===== config.mk =====
export PLATFORM = sky130hd
export DESIGN_NAME = periph_top
export DESIGN_NICKNAME = d
export VERILOG_FILES = /design/src/logic/periph_bus_pkg.sv /design/src/logic/periph_irq_pkg.sv /design/src/logic/apb_access_fsm.sv /design/src/logic/irq_controller.sv /design/src/logic/periph_top.sv /design/src/logic/timer_bank.sv
export VERILOG_INCLUDE_DIRS = /design/src /design/src/logic
export SDC_FILE = /design/constraint.sdc
export NUM_CORES = 1
export LEC_CHECK = 0
export ABC_AREA = 1
export ABC_CLOCK_PERIOD_IN_PS = 6900
export BUFFER_PORTS_ARGS = -buffer_cell sky130_fd_sc_hd__buf_2
export CAP_MARGIN = 5
export CELL_PAD_IN_SITES_DETAIL_PLACEMENT = 1
export CELL_PAD_IN_SITES_GLOBAL_PLACEMENT = 1
export CORE_MARGIN = 2
export CORE_UTILIZATION = 50
export CTS_BUF_LIST = sky130_fd_sc_hd__clkbuf_2 sky130_fd_sc_hd__clkbuf_4 sky130_fd_sc_hd__clkbuf_8
export DETAILED_ROUTE_END_ITERATION = 6
export PLACE_DENSITY_LB_ADDON = 0.1
export SLEW_MARGIN = 25
export SYNTH_ARGS = -nofsm -noshare
export SYNTH_HDL_FRONTEND = slang
export SYNTH_HIERARCHICAL = 1
export SYNTH_SLANG_ARGS = --single-unit

===== constraint.sdc =====
create_clock -name clk_i -period 6.9 [get_ports clk_i]
set_clock_uncertainty 0.2 [all_clocks]
set_input_delay 1.38 -clock clk_i [delete_from_list [all_inputs] [get_ports clk_i]]
set_output_delay 1.38 -clock clk_i [all_outputs]
set_load 0.02 [all_outputs]

===== src/logic/periph_cfg.svh =====
`ifndef PERIPH_CFG_SVH
`define PERIPH_CFG_SVH

// Bus widths
`define PERIPH_ADDR_W       12
`define PERIPH_DATA_W       32
`define PERIPH_OFFSET_W     8

// Peripheral counts and field widths
`define PERIPH_NUM_TIMERS   2
`define PERIPH_NUM_EXT_IRQ  2
`define PERIPH_PRIO_W       3
`define PERIPH_PRESCALE_W   8

// Slot bases
// Each slot spans one page of 1 << PERIPH_OFFSET_W bytes
`define PERIPH_PLIC_BASE    12'h000
`define PERIPH_TIMER_BASE   12'h100

// Read data of unmapped addresses
`define PERIPH_ERR_PATTERN  32'hDEAD_BEEF

`endif


===== src/logic/periph_bus_pkg.sv =====
`default_nettype none

`include "periph_cfg.svh"

package periph_bus_pkg;

    // --------------------
    // APB bus
    // --------------------
    typedef logic [`PERIPH_ADDR_W-1:0] apb_addr_t;
    typedef logic [`PERIPH_DATA_W-1:0] apb_data_t;

    // --------------------
    // Address map
    // --------------------
    // Byte offset inside one slot
    typedef logic [`PERIPH_OFFSET_W-1:0] reg_offset_t;

    // Target of a decoded transfer
    typedef enum logic [1:0] {
        SLOT_PLIC,
        SLOT_TIMER,
        SLOT_ERR
    } slot_e;

    // Access FSM
    typedef enum logic [1:0] {
        ST_IDLE,
        ST_STROBE,
        ST_READY
    } access_state_e;

endpackage

`default_nettype wire


===== src/logic/periph_irq_pkg.sv =====
`default_nettype none

`include "periph_cfg.svh"

package periph_irq_pkg;

    // Timers first, then external lines
    localparam int NUM_SRC = `PERIPH_NUM_TIMERS + `PERIPH_NUM_EXT_IRQ;

    // --------------------
    // Interrupt sources
    // --------------------
    // Id 0 is reserved for no source
    typedef logic [$clog2(NUM_SRC+1)-1:0] irq_id_t;
    typedef logic [`PERIPH_PRIO_W-1:0]    prio_t;

    // Bit k belongs to id k+1
    typedef logic [NUM_SRC-1:0] irq_vec_t;

    // --------------------
    // Timers
    // --------------------
    typedef logic [`PERIPH_DATA_W-1:0]     tmr_count_t;
    typedef logic [`PERIPH_PRESCALE_W-1:0] prescale_t;

endpackage

`default_nettype wire


===== src/logic/apb_access_fsm.sv =====
`default_nettype none
`timescale 1ns/1ps

`include "periph_cfg.svh"

module apb_access_fsm (
    input  logic                        clk_i,
    input  logic                        rst_n_i,
    // APB slave
    input  logic                        psel_i,
    input  logic                        penable_i,
    input  logic                        pwrite_i,
    input  periph_bus_pkg::apb_addr_t   paddr_i,
    input  periph_bus_pkg::apb_data_t   pwdata_i,
    output periph_bus_pkg::apb_data_t   prdata_o,
    output logic                        pready_o,
    output logic                        pslverr_o,
    // Register requests
    output logic                        plic_req_o,
    output logic                        tmr_req_o,
    output logic                        req_write_o,
    output periph_bus_pkg::reg_offset_t req_offset_o,
    output periph_bus_pkg::apb_data_t   req_wdata_o,
    input  periph_bus_pkg::apb_data_t   plic_rdata_i,
    input  periph_bus_pkg::apb_data_t   tmr_rdata_i
);

    localparam periph_bus_pkg::apb_addr_t PAGE_MASK =
        ~periph_bus_pkg::apb_addr_t'((1 << `PERIPH_OFFSET_W) - 1);

    periph_bus_pkg::access_state_e state_q;
    periph_bus_pkg::access_state_e state_d;
    periph_bus_pkg::slot_e         slot;
    periph_bus_pkg::apb_addr_t     page;
    periph_bus_pkg::apb_data_t     rdata_q;
    logic                          slverr_q;
    logic                          strobe;

    // --------------------
    // Slot decode
    // --------------------
    assign page = paddr_i & PAGE_MASK;

    always_comb begin
        if (page == `PERIPH_PLIC_BASE) begin
            slot = periph_bus_pkg::SLOT_PLIC;
        end else if (page == `PERIPH_TIMER_BASE) begin
            slot = periph_bus_pkg::SLOT_TIMER;
        end else begin
            slot = periph_bus_pkg::SLOT_ERR;
        end
    end

    // --------------------
    // Access sequence
    // --------------------
    always_comb begin
        state_d = state_q;
        case (state_q)
            periph_bus_pkg::ST_IDLE: begin
                // Leaving on the setup phase puts the strobe in the first access cycle
                if (psel_i && !penable_i) begin
                    state_d = periph_bus_pkg::ST_STROBE;
                end
            end
            periph_bus_pkg::ST_STROBE: state_d = periph_bus_pkg::ST_READY;
            default:                   state_d = periph_bus_pkg::ST_IDLE;
        endcase
    end

    always_ff @(posedge clk_i or negedge rst_n_i) begin
        if (!rst_n_i) begin
            state_q  <= periph_bus_pkg::ST_IDLE;
            slverr_q <= 1'b0;
        end else begin
            state_q  <= state_d;
            slverr_q <= strobe && (slot == periph_bus_pkg::SLOT_ERR);
        end
    end

    assign strobe = (state_q == periph_bus_pkg::ST_STROBE);

    // One strobe per data module
    assign plic_req_o   = strobe && (slot == periph_bus_pkg::SLOT_PLIC);
    assign tmr_req_o    = strobe && (slot == periph_bus_pkg::SLOT_TIMER);
    assign req_write_o  = pwrite_i;
    assign req_offset_o = paddr_i[`PERIPH_OFFSET_W-1:0];
    assign req_wdata_o  = pwdata_i;

    // Read data held through ST_READY
    always_ff @(posedge clk_i) begin
        if (strobe) begin
            case (slot)
                periph_bus_pkg::SLOT_PLIC:  rdata_q <= plic_rdata_i;
                periph_bus_pkg::SLOT_TIMER: rdata_q <= tmr_rdata_i;
                default:                    rdata_q <= `PERIPH_ERR_PATTERN;
            endcase
        end
    end

    assign prdata_o  = rdata_q;
    assign pready_o  = (state_q == periph_bus_pkg::ST_READY);
    assign pslverr_o = slverr_q;

    a_penable_with_psel: assert property (@(posedge clk_i) disable iff (!rst_n_i)
        penable_i |-> psel_i);

    a_ready_single: assert property (@(posedge clk_i) disable iff (!rst_n_i)
        pready_o |=> !pready_o);

endmodule

`default_nettype wire


===== src/logic/irq_controller.sv =====
`default_nettype none
`timescale 1ns/1ps

`include "periph_cfg.svh"

module irq_controller (
    input  logic                        clk_i,
    input  logic                        rst_n_i,
    input  logic                        req_i,
    input  logic                        write_i,
    input  periph_bus_pkg::reg_offset_t offset_i,
    input  periph_bus_pkg::apb_data_t   wdata_i,
    output periph_bus_pkg::apb_data_t   rdata_o,
    input  periph_irq_pkg::irq_vec_t    src_i,
    output logic                        irq_o
);

    localparam int NSRC = periph_irq_pkg::NUM_SRC;

    localparam periph_bus_pkg::reg_offset_t OFF_PEND  = 8'h80;
    localparam periph_bus_pkg::reg_offset_t OFF_EN    = 8'h84;
    localparam periph_bus_pkg::reg_offset_t OFF_THR   = 8'h88;
    localparam periph_bus_pkg::reg_offset_t OFF_CLAIM = 8'h8C;

    periph_irq_pkg::prio_t          prio_q [NSRC];
    periph_irq_pkg::prio_t          thr_q;
    periph_irq_pkg::prio_t          best_prio;
    periph_irq_pkg::irq_id_t        best_id;
    periph_irq_pkg::irq_vec_t       pend_q;
    periph_irq_pkg::irq_vec_t       en_q;
    periph_irq_pkg::irq_vec_t       srv_q;
    periph_irq_pkg::irq_vec_t       claim_vec;
    periph_irq_pkg::irq_vec_t       done_vec;
    logic [`PERIPH_OFFSET_W-3:0]    word;
    logic                           prio_hit;
    logic                           wr;
    logic                           claim_rd;
    logic                           irq_q;

    // Priority registers sit at word index = id
    assign word     = offset_i[`PERIPH_OFFSET_W-1:2];
    assign prio_hit = (offset_i[1:0] == 2'b00) && (word != '0) && (int'(word) <= NSRC);
    assign wr       = req_i && write_i;
    assign claim_rd = req_i && !write_i && (offset_i == OFF_CLAIM);

    // --------------------
    // Arbitration
    // --------------------
    // Strict compare keeps ties on the lowest id
    always_comb begin
        best_id   = '0;
        best_prio = thr_q;
        for (int k = 0; k < NSRC; k++) begin
            if (pend_q[k] && en_q[k] && (prio_q[k] > best_prio)) begin
                best_id   = periph_irq_pkg::irq_id_t'(k + 1);
                best_prio = prio_q[k];
            end
        end
    end

    always_comb begin
        claim_vec = '0;
        done_vec  = '0;
        for (int k = 0; k < NSRC; k++) begin
            if (claim_rd && best_id == periph_irq_pkg::irq_id_t'(k + 1)) begin
                claim_vec[k] = 1'b1;
            end
            if (wr && offset_i == OFF_CLAIM && wdata_i == periph_bus_pkg::apb_data_t'(k + 1)) begin
                done_vec[k] = 1'b1;
            end
        end
    end

    // --------------------
    // Registers
    // --------------------
    always_ff @(posedge clk_i or negedge rst_n_i) begin
        if (!rst_n_i) begin
            for (int k = 0; k < NSRC; k++) begin
                prio_q[k] <= '0;
            end
            thr_q  <= '0;
            en_q   <= '0;
            pend_q <= '0;
            srv_q  <= '0;
            irq_q  <= 1'b0;
        end else begin
            for (int k = 0; k < NSRC; k++) begin
                if (wr && prio_hit && int'(word) == k + 1) begin
                    prio_q[k] <= wdata_i[`PERIPH_PRIO_W-1:0];
                end
            end
            if (wr && offset_i == OFF_EN) begin
                en_q <= wdata_i[NSRC-1:0];
            end
            if (wr && offset_i == OFF_THR) begin
                thr_q <= wdata_i[`PERIPH_PRIO_W-1:0];
            end
            // Level gateway blocked while in service
            pend_q <= (pend_q | (src_i & ~srv_q)) & ~claim_vec;
            srv_q  <= (srv_q | claim_vec) & ~done_vec;
            irq_q  <= (best_id != '0);
        end
    end

    always_comb begin
        rdata_o = '0;
        if (prio_hit) begin
            for (int k = 0; k < NSRC; k++) begin
                if (int'(word) == k + 1) begin
                    rdata_o = periph_bus_pkg::apb_data_t'(prio_q[k]);
                end
            end
        end else begin
            case (offset_i)
                OFF_PEND:  rdata_o = periph_bus_pkg::apb_data_t'(pend_q);
                OFF_EN:    rdata_o = periph_bus_pkg::apb_data_t'(en_q);
                OFF_THR:   rdata_o = periph_bus_pkg::apb_data_t'(thr_q);
                OFF_CLAIM: rdata_o = periph_bus_pkg::apb_data_t'(best_id);
                default:   rdata_o = '0;
            endcase
        end
    end

    assign irq_o = irq_q;

    a_claim_id_range: assert property (@(posedge clk_i) disable iff (!rst_n_i)
        claim_rd |-> (rdata_o <= NSRC));

endmodule

`default_nettype wire


===== src/logic/periph_top.sv =====
`default_nettype none
`timescale 1ns/1ps

`include "periph_cfg.svh"

module periph_top (
    input  logic                           clk_i,
    input  logic                           rst_n_i,
    // APB slave
    input  logic                           psel_i,
    input  logic                           penable_i,
    input  logic                           pwrite_i,
    input  periph_bus_pkg::apb_addr_t      paddr_i,
    input  periph_bus_pkg::apb_data_t      pwdata_i,
    output periph_bus_pkg::apb_data_t      prdata_o,
    output logic                           pready_o,
    output logic                           pslverr_o,
    // Interrupts
    input  logic [`PERIPH_NUM_EXT_IRQ-1:0] ext_irq_i,
    output logic                           irq_o
);

    logic                                plic_req;
    logic                                tmr_req;
    logic                                req_write;
    periph_bus_pkg::reg_offset_t         req_offset;
    periph_bus_pkg::apb_data_t           req_wdata;
    periph_bus_pkg::apb_data_t           plic_rdata;
    periph_bus_pkg::apb_data_t           tmr_rdata;
    logic [`PERIPH_NUM_TIMERS-1:0]       tmr_match;
    periph_irq_pkg::irq_vec_t            irq_src;

    // Timers take the low ids
    assign irq_src = {ext_irq_i, tmr_match};

    apb_access_fsm i_apb_access_fsm (
        .clk_i        ( clk_i      ),
        .rst_n_i      ( rst_n_i    ),
        .psel_i       ( psel_i     ),
        .penable_i    ( penable_i  ),
        .pwrite_i     ( pwrite_i   ),
        .paddr_i      ( paddr_i    ),
        .pwdata_i     ( pwdata_i   ),
        .prdata_o     ( prdata_o   ),
        .pready_o     ( pready_o   ),
        .pslverr_o    ( pslverr_o  ),
        .plic_req_o   ( plic_req   ),
        .tmr_req_o    ( tmr_req    ),
        .req_write_o  ( req_write  ),
        .req_offset_o ( req_offset ),
        .req_wdata_o  ( req_wdata  ),
        .plic_rdata_i ( plic_rdata ),
        .tmr_rdata_i  ( tmr_rdata  )
    );

    timer_bank i_timer_bank (
        .clk_i    ( clk_i      ),
        .rst_n_i  ( rst_n_i    ),
        .req_i    ( tmr_req    ),
        .write_i  ( req_write  ),
        .offset_i ( req_offset ),
        .wdata_i  ( req_wdata  ),
        .rdata_o  ( tmr_rdata  ),
        .match_o  ( tmr_match  )
    );

    irq_controller i_irq_controller (
        .clk_i    ( clk_i      ),
        .rst_n_i  ( rst_n_i    ),
        .req_i    ( plic_req   ),
        .write_i  ( req_write  ),
        .offset_i ( req_offset ),
        .wdata_i  ( req_wdata  ),
        .rdata_o  ( plic_rdata ),
        .src_i    ( irq_src    ),
        .irq_o    ( irq_o      )
    );

endmodule

`default_nettype wire


===== src/logic/timer_bank.sv =====
`default_nettype none
`timescale 1ns/1ps

`include "periph_cfg.svh"

module timer_bank (
    input  logic                          clk_i,
    input  logic                          rst_n_i,
    input  logic                          req_i,
    input  logic                          write_i,
    input  periph_bus_pkg::reg_offset_t   offset_i,
    input  periph_bus_pkg::apb_data_t     wdata_i,
    output periph_bus_pkg::apb_data_t     rdata_o,
    output logic [`PERIPH_NUM_TIMERS-1:0] match_o
);

    localparam int NT    = `PERIPH_NUM_TIMERS;
    // 16 bytes per timer
    localparam int IDX_W = `PERIPH_OFFSET_W - 4;

    localparam logic [1:0] REG_COUNT = 2'd0;
    localparam logic [1:0] REG_CMP   = 2'd1;
    localparam logic [1:0] REG_CTRL  = 2'd2;
    localparam logic [1:0] REG_STAT  = 2'd3;

    logic [IDX_W-1:0]          sel_idx;
    logic [1:0]                sel_reg;
    logic                      aligned;
    periph_bus_pkg::apb_data_t tmr_rd [NT];

    assign sel_idx = offset_i[`PERIPH_OFFSET_W-1:4];
    assign sel_reg = offset_i[3:2];
    assign aligned = (offset_i[1:0] == 2'b00);

    for (genvar i = 0; i < NT; i++) begin : g_tmr
        periph_irq_pkg::tmr_count_t count_q;
        periph_irq_pkg::tmr_count_t cmp_q;
        periph_irq_pkg::prescale_t  presc_q;
        periph_irq_pkg::prescale_t  pdiv_q;
        periph_bus_pkg::apb_data_t  rd_word;
        logic                       en_q;
        logic                       match_q;
        logic                       hit;
        logic                       tick;
        logic                       wrap;

        assign hit  = req_i && write_i && aligned && (sel_idx == IDX_W'(i));
        assign tick = en_q && (pdiv_q >= presc_q);
        // Wrap at or past compare
        assign wrap = (count_q >= cmp_q);

        always_ff @(posedge clk_i or negedge rst_n_i) begin
            if (!rst_n_i) begin
                count_q <= '0;
                cmp_q   <= '0;
                presc_q <= '0;
                pdiv_q  <= '0;
                en_q    <= 1'b0;
                match_q <= 1'b0;
            end else begin
                if (!en_q || tick) begin
                    pdiv_q <= '0;
                end else begin
                    pdiv_q <= pdiv_q + 1'b1;
                end

                if (hit && sel_reg == REG_COUNT) begin
                    count_q <= wdata_i;
                end else if (tick) begin
                    count_q <= wrap ? '0 : count_q + 1'b1;
                end

                if (hit && sel_reg == REG_CMP) begin
                    cmp_q <= wdata_i;
                end

                if (hit && sel_reg == REG_CTRL) begin
                    en_q    <= wdata_i[0];
                    presc_q <= wdata_i[15:8];
                end

                // A new match wins over a clear in the same cycle
                match_q <= (match_q && !(hit && sel_reg == REG_STAT && wdata_i[0]))
                           || (tick && wrap);
            end
        end

        always_comb begin
            case (sel_reg)
                REG_COUNT: rd_word = count_q;
                REG_CMP:   rd_word = cmp_q;
                REG_CTRL:  rd_word = periph_bus_pkg::apb_data_t'({presc_q, 7'b0, en_q});
                default:   rd_word = periph_bus_pkg::apb_data_t'(match_q);
            endcase
        end

        assign tmr_rd[i]  = rd_word;
        assign match_o[i] = match_q;

        a_count_bound: assert property (@(posedge clk_i) disable iff (!rst_n_i)
            (en_q && cmp_q != '0) |-> (count_q <= cmp_q));
    end

    // Read mux
    always_comb begin
        rdata_o = '0;
        for (int i = 0; i < NT; i++) begin
            if (aligned && sel_idx == IDX_W'(i)) begin
                rdata_o = tmr_rd[i];
            end
        end
    end

endmodule

`default_nettype wire


==> results by stage, run 1 <==
Status:
- The flow ran to the end, and the final reports show no timing, DRC or antenna violations.

Pwr:
- The share of power burned in registers is 42.5%.
- The switching power total is 0.000808 W.
- The net switching fraction of the power is 25.1%.
- The proportion of power drawn by combinational gates is 5.4%.
- The internal portion of the total power is 0.00241 W.
- The power density over the cells is 177 mW/mm2.
- The clock network burns 52.1% of the power.
- The static leakage power is 8.72 nW.
- The worst-case IR drop observed on VDD is 0.117 mV.

CTS:
- The number of buffers created by CTS is 44.
- The total setup buffers inserted after CTS is 0.
- The TritonCTS sink count is 227.
- Clock tree synthesis selected as its root buffer the cell sky130_fd_sc_hd__clkbuf_8.
- Gates resized during post-CTS repair numbered 0.
- The clock latency on the worst-skew pair is 640 ps.
- The clock tree from TritonCTS is yes.
- Clock-pin slew was measured on the worst setup and hold paths at 60 ps.
- The clock tree synthesis step divided the H-tree into 2 levels.
- The number of buffers inserted by hold repair at cts is 0.
- The buffer levels on the longest clock path is 3.

Synthesis:
- A synthesized cell averages 6.88 um2.
- The number of distinct library cells after synthesis is 51.
- The most frequently used flop master after synthesis is sky130_fd_sc_hd__dfrtp_1.
- The area of the mapped netlist is 0.0169 mm2.
- The share of the synthesized area in compound gates (AO/OA/AOI/OAI) is 10.9%.
- Counting flops with a built-in enable in the synthesized netlist gives 32.
- The cell count after synthesis is 2456.
- Summing the areas of all fa, ha and maj instances in the mapped netlist gives 6.96% of the synthesized area.
- Summing the sequential cell areas from Yosys gives 34.6% of the chip area.
- The synthesized design contains 227 register bits.
- For this run, the number of Yosys warnings is 6.
- Of the total synthesized cell area, the portion taken by AND, OR, NAND and NOR gates is 32.7%.
- The post-synthesis share of cell area spent on xor and xnor gates is 1.45%.
- Measured against the total synthesized area, the mux share comes to 0%.
- The post-synthesis async set-or-reset flop share is 85.9%.
- The main combinational cell family by area after synthesis is simple AND/OR/NAND/NOR gates.

Detailed routing:
- In this run, the number of DRC markers left after iteration 0 of detailed routing was 1025.
- The first detailed-routing pass took 5 iterations.
- In the final routed layout, each cell accounts on average for 20.7 um.
- For this block, the routed nets add up to 61.3 mm of wire.
- The total via count after detailed routing is 16.7k.
- After detailed routing, the number of remaining DRC violations is 0.
- Once detail routing completed, the nets flagged for antenna violations numbered 0.
- The detailed-route vias per instance is 5.65.

Min path:
- The type of the tightest min-delay check is reg2reg.
- The critical hold path startpoint is i_apb_access_fsm/state_q[1]$_DFFE_PN0P_.

STA:
- The final critical-path required period is 5410 ps.
- Hold is met by 276 ps.
- Setup repair after global routing left no endpoint under its margin.
- The slew at the pin closest to its max-slew limit is 919 ps.
- The timing-limited maximum frequency is 185 MHz.
- The number of endpoints failing setup at the final stage is 0.
- The number of endpoints with negative hold slack in the final report is 0.
- The worst pin sits at a relative slew slack of 38.8%.
- The part of the cycle the worst path needs is 78.5%.
- The aggregate negative setup slack is 0 ps.
- The number of pins with negative max-slew slack in the final report is 0.

Worst setup path:
- The type of destination of the critical path is a flop.
- The minimum setup slack among reg-to-reg paths is 1490 ps.
- The slowest stage of the critical path is the sky130_fd_sc_hd__dfrtp_1 cell.
- The maximum fanout encountered on the critical timing path is 10.
- The sum of buffers and inverters on the critical path is 3.
- The worst endpoint data arrival time is 5600 ps.
- On the worst path, the slowest cell contributes a delay of 400 ps.
- The startpoint of the worst-slack reg-to-reg timing path is i_irq_controller/thr_q[2]$_DFFE_PN0P_.
- In this design, the largest share of critical-path delay is due to simple AND/OR/NAND/NOR gates.
- Counting stages on the worst path, the most repeated cell is sky130_fd_sc_hd__o21ai_0.
- The number of cells on the critical path is 30.
- The critical setup path kind is reg2reg.
- The timing endpoint of the critical path is i_apb_access_fsm/prdata_o[2]$_DFFE_PN_.
- The most critical setup path has its startpoint at i_irq_controller/thr_q[2]$_DFFE_PN0P_.
- For the worst flop-to-flop path, the logic depth is 30.
- The worst setup path is launched from a flop.
- For the worst setup path, the data required time is 7090 ps.
- The destination of the worst register-to-register timing path is i_apb_access_fsm/prdata_o[2]$_DFFE_PN_.

Layout:
- After routing the design area is 0.0182 mm2.
- The layout overhead on the synthesized area is 7.91%.
- After the last flow step, the layout net total stands at 2619.
- The number of antenna diodes is 0.
- The count of placed standard cells in the final layout, fillers left out is 2955.
- The end-of-flow core utilization is 54.5%.
- Cells with a size suffix above 1 make up 10.6% of the layout.

GRT:
- The via count of the first global-routing pass came to 17.1k.
- The initial antenna violation count is 0.
- The combined global-route utilization of all metal layers is 35.0%.
- After global routing the overflow that remains totals 0.
- Entering global routing, the biggest net connects 71 pins.
- The first global-routing pass estimated 96.1 mm of wire.

Floorplanning:
- The area of the core is 0.0334 mm2.
- The floorplan step defined a die boundary enclosing 0.0353 mm2.
- The I/O pin count is 86.
- For this configuration, the core starts out at a cell density of 50.5%.
- From bottom edge to top edge, the die measures 188 um.
- The number of standard-cell rows in the floorplan is 67.
- The die is 188 um wide.

Place:
- The number of instances in the placed design is 2876.
- The half-perimeter wire length after placement is 45.7 mm.
- The placed standard-cell area is 0.0172 mm2.
- The count of input and output buffers is 85.
- The placer congestion estimate is 0.921.

Job:
- The tool flagged a number of max-cap violations equal to 0.
-- final cells by class --
type / instances / area, um2
fillers: 4445 / 15200
multi-input cells: 1762 / 8920
flip-flops and latches: 227 / 5840
inverters: 334 / 1260
clock buffers: 60 / 795
repair buffers: 105 / 584
well taps: 448 / 561
clock inverters: 19 / 283
-- power groups by stage --
| stage | logic, W | clock network [W] | registers, W |
|---|---|---|---|
| 2_1_floorplan | 0.000103 | 0 | 0.00140 |
| 3_3_place_gp | 0.000168 | 0 | 0.00139 |
| 3_5_place_dp | 0.000172 | 0 | 0.00139 |
| 4_1_cts | 0.000173 | 0.00171 | 0.00137 |
| 5_1_grt | 0.000188 | 0.00176 | 0.00137 |
| 6_report | 0.000175 | 0.00168 | 0.00137 |
-- layer usage --
metal  GRT usage (%)  share of wire [%]  vias up  wire, um
li1                -                  -     7833         -
met1            43.6                 42     8167     25500
met2            59.0                 48      503     29100
met3            5.26                5.0      187      3050
met4            18.2                5.8        0      3560
met5               0                  0        -         0
-- synthesized netlist by cell type (2+ instances only) --
master / count / area [um2]
sky130_fd_sc_hd__inv_1: 321 / 1200
sky130_fd_sc_hd__nand3_2: 6 / 60.1
sky130_fd_sc_hd__nor3_1: 17 / 85.1
sky130_fd_sc_hd__o21ai_1: 31 / 155
sky130_fd_sc_hd__nand3_1: 235 / 1180
sky130_fd_sc_hd__o2111ai_1: 4 / 35.0
sky130_fd_sc_hd__nor4_1: 9 / 56.3
sky130_fd_sc_hd__nand3b_1: 7 / 52.6
sky130_fd_sc_hd__o221ai_1: 2 / 17.5
sky130_fd_sc_hd__and2_1: 3 / 18.8
sky130_fd_sc_hd__xor2_1: 24 / 210
sky130_fd_sc_hd__nand2_2: 21 / 131
sky130_fd_sc_hd__nand4_2: 3 / 37.5
sky130_fd_sc_hd__o22ai_1: 59 / 369
sky130_fd_sc_hd__a21oi_1: 64 / 320
sky130_fd_sc_hd__nor2_2: 20 / 125
sky130_fd_sc_hd__nor3_2: 3 / 30.0
sky130_fd_sc_hd__o21a_1: 3 / 22.5
sky130_fd_sc_hd__a21oi_2: 3 / 26.3
sky130_fd_sc_hd__buf_1: 7 / 26.3
sky130_fd_sc_hd__edfxtp_1: 32 / 961
sky130_fd_sc_hd__nor2_1: 216 / 811
sky130_fd_sc_hd__a221oi_1: 4 / 35.0
sky130_fd_sc_hd__a22o_1: 24 / 210
sky130_fd_sc_hd__buf_2: 30 / 150
sky130_fd_sc_hd__o21ai_0: 114 / 571
sky130_fd_sc_hd__a22oi_1: 3 / 22.5
sky130_fd_sc_hd__clkbuf_1: 35 / 131
sky130_fd_sc_hd__nand4_1: 11 / 68.8
sky130_fd_sc_hd__inv_2: 10 / 37.5
sky130_fd_sc_hd__nand2_1: 729 / 2740
sky130_fd_sc_hd__ha_1: 94 / 1180
sky130_fd_sc_hd__buf_4: 79 / 593
sky130_fd_sc_hd__nor2_4: 4 / 45.0
sky130_fd_sc_hd__buf_6: 9 / 101
sky130_fd_sc_hd__and3_1: 2 / 12.5
sky130_fd_sc_hd__o211ai_1: 3 / 22.5
sky130_fd_sc_hd__dfrtp_1: 195 / 4880
sky130_fd_sc_hd__nand2_4: 2 / 22.5
sky130_fd_sc_hd__xnor2_1: 4 / 35.0
sky130_fd_sc_hd__or2_4: 2 / 17.5
sky130_fd_sc_hd__or2_2: 3 / 18.8
-- placed cells by master (no fill, tap or decap), types with 4 or more instances in the layout --
master	Yosys	routed
sky130_fd_sc_hd__edfxtp_1	32	32
sky130_fd_sc_hd__clkbuf_8	0	56
sky130_fd_sc_hd__nor4_1	9	9
sky130_fd_sc_hd__nor3_1	17	17
sky130_fd_sc_hd__nand4_1	11	11
sky130_fd_sc_hd__clkinv_2	1	10
sky130_fd_sc_hd__buf_2	30	84
sky130_fd_sc_hd__o2111ai_1	4	4
sky130_fd_sc_hd__o21ai_1	31	31
sky130_fd_sc_hd__inv_1	321	320
sky130_fd_sc_hd__nand3_2	6	6
sky130_fd_sc_hd__o21ai_0	114	114
sky130_fd_sc_hd__inv_2	10	10
sky130_fd_sc_hd__nor2_4	4	5
sky130_fd_sc_hd__nand3b_1	7	7
sky130_fd_sc_hd__xnor2_1	4	4
sky130_fd_sc_hd__xor2_1	24	24
sky130_fd_sc_hd__a22o_1	24	24
sky130_fd_sc_hd__conb_1	1	28
sky130_fd_sc_hd__o22ai_1	59	59
sky130_fd_sc_hd__dfrtp_1	195	195
sky130_fd_sc_hd__nor2_2	20	19
sky130_fd_sc_hd__ha_1	94	94
sky130_fd_sc_hd__a21oi_1	64	64
sky130_fd_sc_hd__nand2_4	2	4
sky130_fd_sc_hd__a221oi_1	4	4
sky130_fd_sc_hd__bufinv_16	0	7
sky130_fd_sc_hd__clkbuf_4	0	5
sky130_fd_sc_hd__nand2_1	729	729
sky130_fd_sc_hd__nor2_1	216	216
sky130_fd_sc_hd__nand3_1	235	235
sky130_fd_sc_hd__buf_4	79	20
sky130_fd_sc_hd__nand2_2	21	19
-- through the flow --
stage	setup WS (ps)	power (W)
floorplan	2240	0.00151
global placement	1720	0.00156
detailed placement	1490	0.00157
CTS	1470	0.00325
global route	863	0.00332
finish	1490	0.00322
-- logic make-up after synthesis --
group           after synthesis
simple gates               1294
buf+inv                     494
compound gates              318
flops                       227
fa+ha+maj                    94
xor+xnor                     28
other cells                   1
-- flip-flops by register name, summed over array words and instances, names as in the netlist --
| signal | count |
|---|---|
| i_apb_access_fsm/prdata_o | 32 |
| i_apb_access_fsm/pslverr_o | 1 |
| i_apb_access_fsm/state_q | 2 |
| i_irq_controller/en_q | 4 |
| i_irq_controller/irq_o | 1 |
| i_irq_controller/pend_q | 4 |
| i_irq_controller/prio_q | 12 |
| i_irq_controller/srv_q | 4 |
| i_irq_controller/thr_q | 3 |
| i_timer_bank/g_tmr.cmp_q | 64 |
| i_timer_bank/g_tmr.count_q | 64 |
| i_timer_bank/g_tmr.en_q | 2 |
| i_timer_bank/g_tmr.match_q | 2 |
| i_timer_bank/g_tmr.pdiv_q | 16 |
| i_timer_bank/g_tmr.presc_q | 16 |
-- worst min path at each step --
stage               slack (ps)  cells past startpoint                                      end
floorplan                  210                      1  i_apb_access_fsm/state_q[0]$_DFFE_PN0P_
global placement           210                      1  i_apb_access_fsm/state_q[0]$_DFFE_PN0P_
detailed placement         240                      1  i_apb_access_fsm/state_q[0]$_DFFE_PN0P_
CTS                        270                      1  i_apb_access_fsm/state_q[0]$_DFFE_PN0P_
global route               280                      1  i_apb_access_fsm/state_q[0]$_DFFE_PN0P_
finish                     280                      1  i_apb_access_fsm/state_q[0]$_DFFE_PN0P_
Note: power is estimated with default switching activity, not from simulation.
==> run 2: changes to the inputs <==
--- a/config.mk
+++ b/config.mk
@@ -7,13 +7,13 @@
 export NUM_CORES = 1
 export LEC_CHECK = 0
 export ABC_AREA = 1
-export ABC_CLOCK_PERIOD_IN_PS = 6900
+export ABC_CLOCK_PERIOD_IN_PS = 5000
 export BUFFER_PORTS_ARGS = -buffer_cell sky130_fd_sc_hd__buf_2
 export CAP_MARGIN = 5
 export CELL_PAD_IN_SITES_DETAIL_PLACEMENT = 1
 export CELL_PAD_IN_SITES_GLOBAL_PLACEMENT = 1
 export CORE_MARGIN = 2
-export CORE_UTILIZATION = 50
+export CORE_UTILIZATION = 47
 export CTS_BUF_LIST = sky130_fd_sc_hd__clkbuf_2 sky130_fd_sc_hd__clkbuf_4 sky130_fd_sc_hd__clkbuf_8
 export DETAILED_ROUTE_END_ITERATION = 6
 export PLACE_DENSITY_LB_ADDON = 0.1
==> constraint.sdc (replaced) <==
create_clock -name clk_i -period 5 [get_ports clk_i]
set_clock_uncertainty 0.2 [all_clocks]
set_input_delay 1 -clock clk_i [delete_from_list [all_inputs] [get_ports clk_i]]
set_output_delay 1 -clock clk_i [all_outputs]
set_load 0.02 [all_outputs]
==> results by stage, run 2 (synthesis results as in run 1) <==
Status:
- The flow ran to the end, and the final reports show no timing, DRC or antenna violations.

CTS:
- The buffer levels on the longest clock path is 3.
- TritonCTS created 44 clock buffers.
- The number of H-tree levels is 2.
- After clock tree synthesis, the clock-pin slew on the worst setup and hold paths is 60 ps.
- The clock drives 227 sinks.
- The clock tree from TritonCTS is yes.
- The number of buffers inserted by hold repair at cts is 0.
- The clock latency on the worst-skew pair is 640 ps.
- The tree is rooted in a sky130_fd_sc_hd__clkbuf_8.

Layout:
- The number of antenna diodes is 0.
- The finished cells cover 0.0183 mm2.
- The commonest non-fill, non-tap cell in the layout is sky130_fd_sc_hd__nand2_1.
- Leaving out fill and tap cells, the most frequent cells in the layout are sky130_fd_sc_hd__nand2_1, sky130_fd_sc_hd__inv_1, sky130_fd_sc_hd__nand3_1.
- After the last flow step, the layout net total stands at 2628.
- In the final layout, the share of cells above drive strength 1 is 11.6%.
- The layout overhead on the synthesized area is 8.28%.

Place:
- After detailed placement, the total cell area comes to 0.0172 mm2.
- The pre-CTS setup slack is 22.4 ps.
- The half-perimeter wire length after placement is 46.8 mm.
- The count of input and output buffers is 85.
- The congestion estimate from routability-driven global placement came to 0.912.

STA:
- Static timing analysis puts the maximum clock frequency at 214 MHz.
- The least setup slack across all paths after layout is 328 ps.
- For the finished layout, the period the worst path requires is 4670 ps.
- The worst pin sits at a relative slew slack of 34.3%.
- The number of pins with negative max-slew slack in the final report is 0.
- The part of the cycle the worst path needs is 93.4%.
- Setup violations remaining at the end of the flow were counted as 0.
- For the pin with the worst max-slew slack, the measured transition is 985 ps.
- The number of endpoints with negative hold slack in the final report is 0.

Job:
- The number of max-cap violations is 0.

GRT:
- The pin count of the biggest net entering global routing is 141.
- The initial antenna violation count was 0.
- The via count of the first global-routing pass was 17.3k.
- The total overflow left after global routing is 0.
- The combined global-route utilization of all metal layers is 33.1%.
- The first-pass GRT wire length is 97.5 mm.

Detailed routing:
- The detailed-route vias per instance is 5.52.
- The total via count after detailed routing is 16.4k.
- The routed wire length is 61.9 mm.
- The count of antenna-violating nets left after detailed routing is 0.
- After detailed routing, the average wire length per cell comes to 20.8 um.
- The post-detailed-route DRC marker count is 0.
- The pre-antenna-repair detailed-routing pass consisted of 5 iterations.
- The detailed router finished its first iteration with 1001 violations.

Pwr:
- The maximum ir drop on the vdd rail is 0.281 mV.
- The overall power consumption is 0.00419 W.
- In this run the power density over the cells is 229 mW/mm2.
- The static leakage power is 8.74 nW.

Worst setup path:
- For this design, the slowest cell found on the critical path is sky130_fd_sc_hd__dfrtp_2.
- The startpoint of the worst-slack reg-to-reg timing path is i_irq_controller/prio_q[11]$_DFFE_PN0P_.
- The critical path starts at i_irq_controller/prio_q[11]$_DFFE_PN0P_.
- The required time at the endpoint of the critical path is 5180 ps.
- The type of destination of the critical path is a flop.
- The critical setup path kind is reg2reg.
- Of all nets on the critical path, the largest fanout is 8.
- The critical path's largest stage delay is 440 ps.
- The worst endpoint data arrival time is 4850 ps.
- The type of origin of the critical path is a flop.

Floorplanning:
- The full die area is 0.0375 mm2.
- The number of standard-cell rows in the floorplan is 69.
- The floorplan step set the die height to 194 um.
- The area of the core is 0.0355 mm2.
- The die is 194 um wide.
- The initial standard-cell utilization of the core is 47.6%.
- The I/O pin count is 86.

Min path:
- The type of the tightest min-delay check is in2async.
-- run 2: cell count changes in the layout (fill, tap and decap cells not counted), moves of 3 or more --
cell,before,now
sky130_fd_sc_hd__buf_4,20,25
sky130_fd_sc_hd__clkbuf_4,5,13
sky130_fd_sc_hd__inv_2,10,14
sky130_fd_sc_hd__o21ai_0,114,109
sky130_fd_sc_hd__buf_12,0,3
sky130_fd_sc_hd__inv_1,320,316
sky130_fd_sc_hd__bufinv_16,7,1
sky130_fd_sc_hd__o21ai_1,31,34
-- run 2: worst max-delay path: cells and delay by family, from the launching register on --
family	cells	cell delay, ps
fa+ha+maj	4	1110
buf+inv	3	280
simple gates	13	1180
flops	1	440
compound gates	10	1220
-- run 2: stage by stage --
step,instances,utilization (%),TNS (ps),hold WS (ps)
floorplan,2483,-,0,205
global placement,2895,48.6,0,218
detailed placement,2895,48.6,0,240
CTS,2977,51.3,0,134
global route,2980,51.6,-12.6,154
finish,2980,51.6,0,131
-- run 2: final cells by class --
type	count	area (um2)
Tap cell	461	577
Timing Repair Buffer	114	693
Clock inverter	14	106
Sequential cell	227	5840
Multi-Input combinational cell	1762	8970
Fill cell	4777	17200
Inverter	334	1260
Clock buffer	68	855
-- run 2: where the power goes --
| group | switching [W] | total (W) | internal [W] |
|---|---|---|---|
| logic | 0.000197 | 0.000245 | 0.0000486 |
| registers | 0.00000365 | 0.00189 | 0.00189 |
| clock network | 0.000909 | 0.00206 | 0.00115 |
-- run 2: per-layer routing --
layer	track usage, %	routed length [um]	up-vias
li1	-	-	7858
met1	41.2	26500	8046
met2	56.3	29700	392
met3	4.87	2740	144
met4	16.3	3000	0
met5	0	0	-
-- run 2: path summary, 6_finish.rpt --
check | slack (ps) | to | cells after the start
worst min-delay path | 130 | i_apb_access_fsm/state_q[1]$_DFFE_PN0P_ | 1
min in group clk_i | 250 | i_apb_access_fsm/state_q[0]$_DFFE_PN0P_ | 1
max in group asynchronous | 3240 | i_timer_bank/g_tmr[1].count_q[24]$_DFFE_PN0P_ | 2
worst max register to register | 330 | i_apb_access_fsm/prdata_o[2]$_DFFE_PN_ | 30
worst min register to register | 250 | i_apb_access_fsm/state_q[0]$_DFFE_PN0P_ | 1
worst max-delay path | 330 | i_apb_access_fsm/prdata_o[2]$_DFFE_PN_ | 30
-- run 2: timing repair --
action	in CTS	in global routing
buffers inserted	0	3
setup endpoints to repair	1	7
pin swaps	0	5
gates resized for setup	1	18
==> run 3: changes to the inputs <==
--- a/config.mk
+++ b/config.mk
@@ -7,13 +7,13 @@
 export NUM_CORES = 1
 export LEC_CHECK = 0
 export ABC_AREA = 1
-export ABC_CLOCK_PERIOD_IN_PS = 5000
+export ABC_CLOCK_PERIOD_IN_PS = 5260
 export BUFFER_PORTS_ARGS = -buffer_cell sky130_fd_sc_hd__buf_2
 export CAP_MARGIN = 5
 export CELL_PAD_IN_SITES_DETAIL_PLACEMENT = 1
 export CELL_PAD_IN_SITES_GLOBAL_PLACEMENT = 1
 export CORE_MARGIN = 2
-export CORE_UTILIZATION = 47
+export CORE_UTILIZATION = 25
 export CTS_BUF_LIST = sky130_fd_sc_hd__clkbuf_2 sky130_fd_sc_hd__clkbuf_4 sky130_fd_sc_hd__clkbuf_8
 export DETAILED_ROUTE_END_ITERATION = 6
 export PLACE_DENSITY_LB_ADDON = 0.1
==> constraint.sdc (replaced) <==
create_clock -name clk_i -period 5.26 [get_ports clk_i]
set_clock_uncertainty 0.2 [all_clocks]
set_input_delay 1.052 -clock clk_i [delete_from_list [all_inputs] [get_ports clk_i]]
set_output_delay 1.052 -clock clk_i [all_outputs]
set_load 0.02 [all_outputs]
==> results by stage, run 3 (synthesis results as in run 1) <==
Floorplanning:
- The number of standard-cell rows in the floorplan is 95.
- After floorplanning, the core was sized to cover 0.0670 mm2.
- For this configuration, the core starts out at a cell density of 25.2%.
- 86 I/O pins were placed.
- The die covers 0.0697 mm2.
- From bottom edge to top edge, the die measures 264 um.
- The horizontal extent of the die is 264 um.

Pwr:
- The maximum ir drop on the vdd rail is 0.240 mV.
- Dividing total power by cell area gives a power density of 229 mW/mm2.
- The analysis attributes to cell leakage a power of 8.77 nW.

Worst setup path:
- Along the worst path, the maximum fanout reaches 8.
- The required time at the endpoint of the critical path is 5490 ps.
- The cell family contributing the most delay on the critical path is simple AND/OR/NAND/NOR gates.
- The type of destination of the critical path is a flop.
- The type of origin of the critical path is a flop.
- By instance count, the cell type seen most on the critical path is sky130_fd_sc_hd__o21ai_1.
- The worst endpoint data arrival time is 5070 ps.
- The sum of buffers and inverters on the critical path is 4.
- For this design, the slowest cell found on the critical path is sky130_fd_sc_hd__dfrtp_1.
- In this design, the stage delay of the slowest critical-path cell is 390 ps.
- The critical setup path kind is reg2reg.

Detailed routing:
- The first-pass iteration count of the detailed router is 5.
- Once detail routing completed, the nets flagged for antenna violations numbered 0.
- The routed layout has 16.1k vias.
- After detailed routing, the number of remaining DRC violations is 0.
- The routed wire length is 70.5 mm.
- The detailed-route vias per instance is 4.72.
- Dividing the detail-routed wire length by the instance count gives 20.7 um.
- The count of routing violations after the opening detailed-route iteration is 677.

CTS:
- In this run, post-CTS hold repair placed 0 buffers.
- The clock tree from TritonCTS is yes.
- In this run the clock root is driven by a sky130_fd_sc_hd__clkbuf_8.
- Counting along the longest clock path gives a buffer depth of 3.
- Clock latency on the worst-skew pair, taken at its later pin, is 670 ps.
- The register clock-pin slew on the reported worst setup and hold paths is 60 ps.
- The number of buffers created by CTS is 49.
- The number of H-tree levels is 2.
- Counting every sink on the clock net gives 227.

GRT:
- The initial antenna violation count is 2.
- The first global-routing pass estimated 107 mm of wire.
- The via count of the first global-routing pass is 16.8k.
- Entering global routing, the biggest net connects 75 pins.
- For this run, the total global-route usage over all layers was measured as 20.2%.
- The remaining global-route overflow is 0.

Layout:
- The top cell types in the final layout, fill and taps aside, are sky130_fd_sc_hd__nand2_1, sky130_fd_sc_hd__inv_1, sky130_fd_sc_hd__nand3_1.
- The commonest non-fill, non-tap cell in the layout is sky130_fd_sc_hd__nand2_1.
- Relative to the synthesized area, the layout overhead comes to 12.1%.
- The number of nets in the finished design is 2634.
- After routing the design area is 0.0190 mm2.
- The filler cells instantiated in the layout total 8455.
- The fraction of final layout cells with drive strength greater than 1 is 11.3%.
- Excluding fillers, the count of instances in the completed layout stands at 3404.

STA:
- Setup repair after global routing left no endpoint under its margin.
- Setup violations remaining at the end of the flow were counted as 0.
- The timing-limited maximum frequency is 206 MHz.
- The number of pins with negative max-slew slack in the final report is 0.
- The worst relative slew slack is 36.5%.
- The number of endpoints with negative hold slack in the final report is 0.
- In the final timing run, aggregate negative setup slack is 0 ps.
- At the pin with the least slew margin, the transition time is 953 ps.
- The part of the cycle the worst path needs is 92.2%.
- The final critical-path required period is 4850 ps.

Job:
- The number of max-cap violations is 0.

Place:
- The number of instances in the placed design is 3310.
- The placed standard-cell area is 0.0178 mm2.
- Port buffering added 85 buffers.
- Detailed placement finished with a half-perimeter wire length of 53.9 mm.
- The placer congestion estimate is 0.835.

Status:
- The flow ran to the end, and the final reports show no timing, DRC or antenna violations.

Min path:
- The min-delay analysis places its worst path in the category in2async.
[run 3: per-layer routing]
metal | part of all wire (%) | routed length [um] | GRT usage, % | vias up
li1 | - | - | - | 7875
met1 | 47 | 32800 | 26.8 | 7878
met2 | 48 | 33700 | 34.5 | 230
met3 | 2.9 | 2040 | 2.37 | 95
met4 | 2.7 | 1890 | 5.85 | 0
met5 | 0 | 0 | 0 | -
[run 3: repair_timing]
action / in CTS / in global routing
endpoints found under the setup margin: 0 / 4
setup buffers: 0 / 1
resized for setup: 0 / 8
[run 3: path summary, 6_finish.rpt]
| kind | start | end | slack [ps] | cells past startpoint |
|---|---|---|---|---|
| setup / recovery | i_irq_controller/thr_q[2]$_DFFE_PN0P_ | i_apb_access_fsm/prdata_o[2]$_DFFE_PN_ | 410 | 32 |
| hold / removal | rst_n_i | i_irq_controller/prio_q[4]$_DFFE_PN0P_ | 210 | 1 |
| setup reg to reg | i_irq_controller/thr_q[2]$_DFFE_PN0P_ | i_apb_access_fsm/prdata_o[2]$_DFFE_PN_ | 410 | 32 |
| hold reg to reg | i_apb_access_fsm/state_q[1]$_DFFE_PN0P_ | i_apb_access_fsm/state_q[0]$_DFFE_PN0P_ | 240 | 1 |
| max in group asynchronous | rst_n_i | i_timer_bank/g_tmr[1].cmp_q[12]$_DFFE_PN0P_ | 3540 | 2 |
| min in group clk_i | i_apb_access_fsm/state_q[1]$_DFFE_PN0P_ | i_apb_access_fsm/state_q[0]$_DFFE_PN0P_ | 240 | 1 |
[run 3: per-stage QoR]
stage	setup WS, ps	power, W	util [%]	hold WS (ps)
final	413	0.00435	28.3	214
after floorplan	604	0.00197	-	205
after global placement	347	0.00207	26.5	215
after global routing	9.25	0.00454	28.3	248
after CTS	61.9	0.00445	28.2	219
after detailed placement	65.3	0.00208	26.5	237
[run 3: power by group]
| group | total (W) | switching, W | internal, W |
|---|---|---|---|
| combinational | 0.000241 | 0.000193 | 0.0000484 |
| clock | 0.00231 | 0.000969 | 0.00134 |
| sequential | 0.00180 | 0.00000328 | 0.00179 |
[run 3: layout make-up]
type                    instances  area, um2  share of cell area, %
multi-input cells            1762       8930                   47.1
flip-flops and latches        227       5840                   30.8
inverters                     334       1260                   6.63
well taps                     873       1090                   5.76
clock buffers                  62        835                   4.40
repair buffers                115        684                   3.61
clock inverters                30        308                   1.62
diodes                          1       2.50                 0.0132
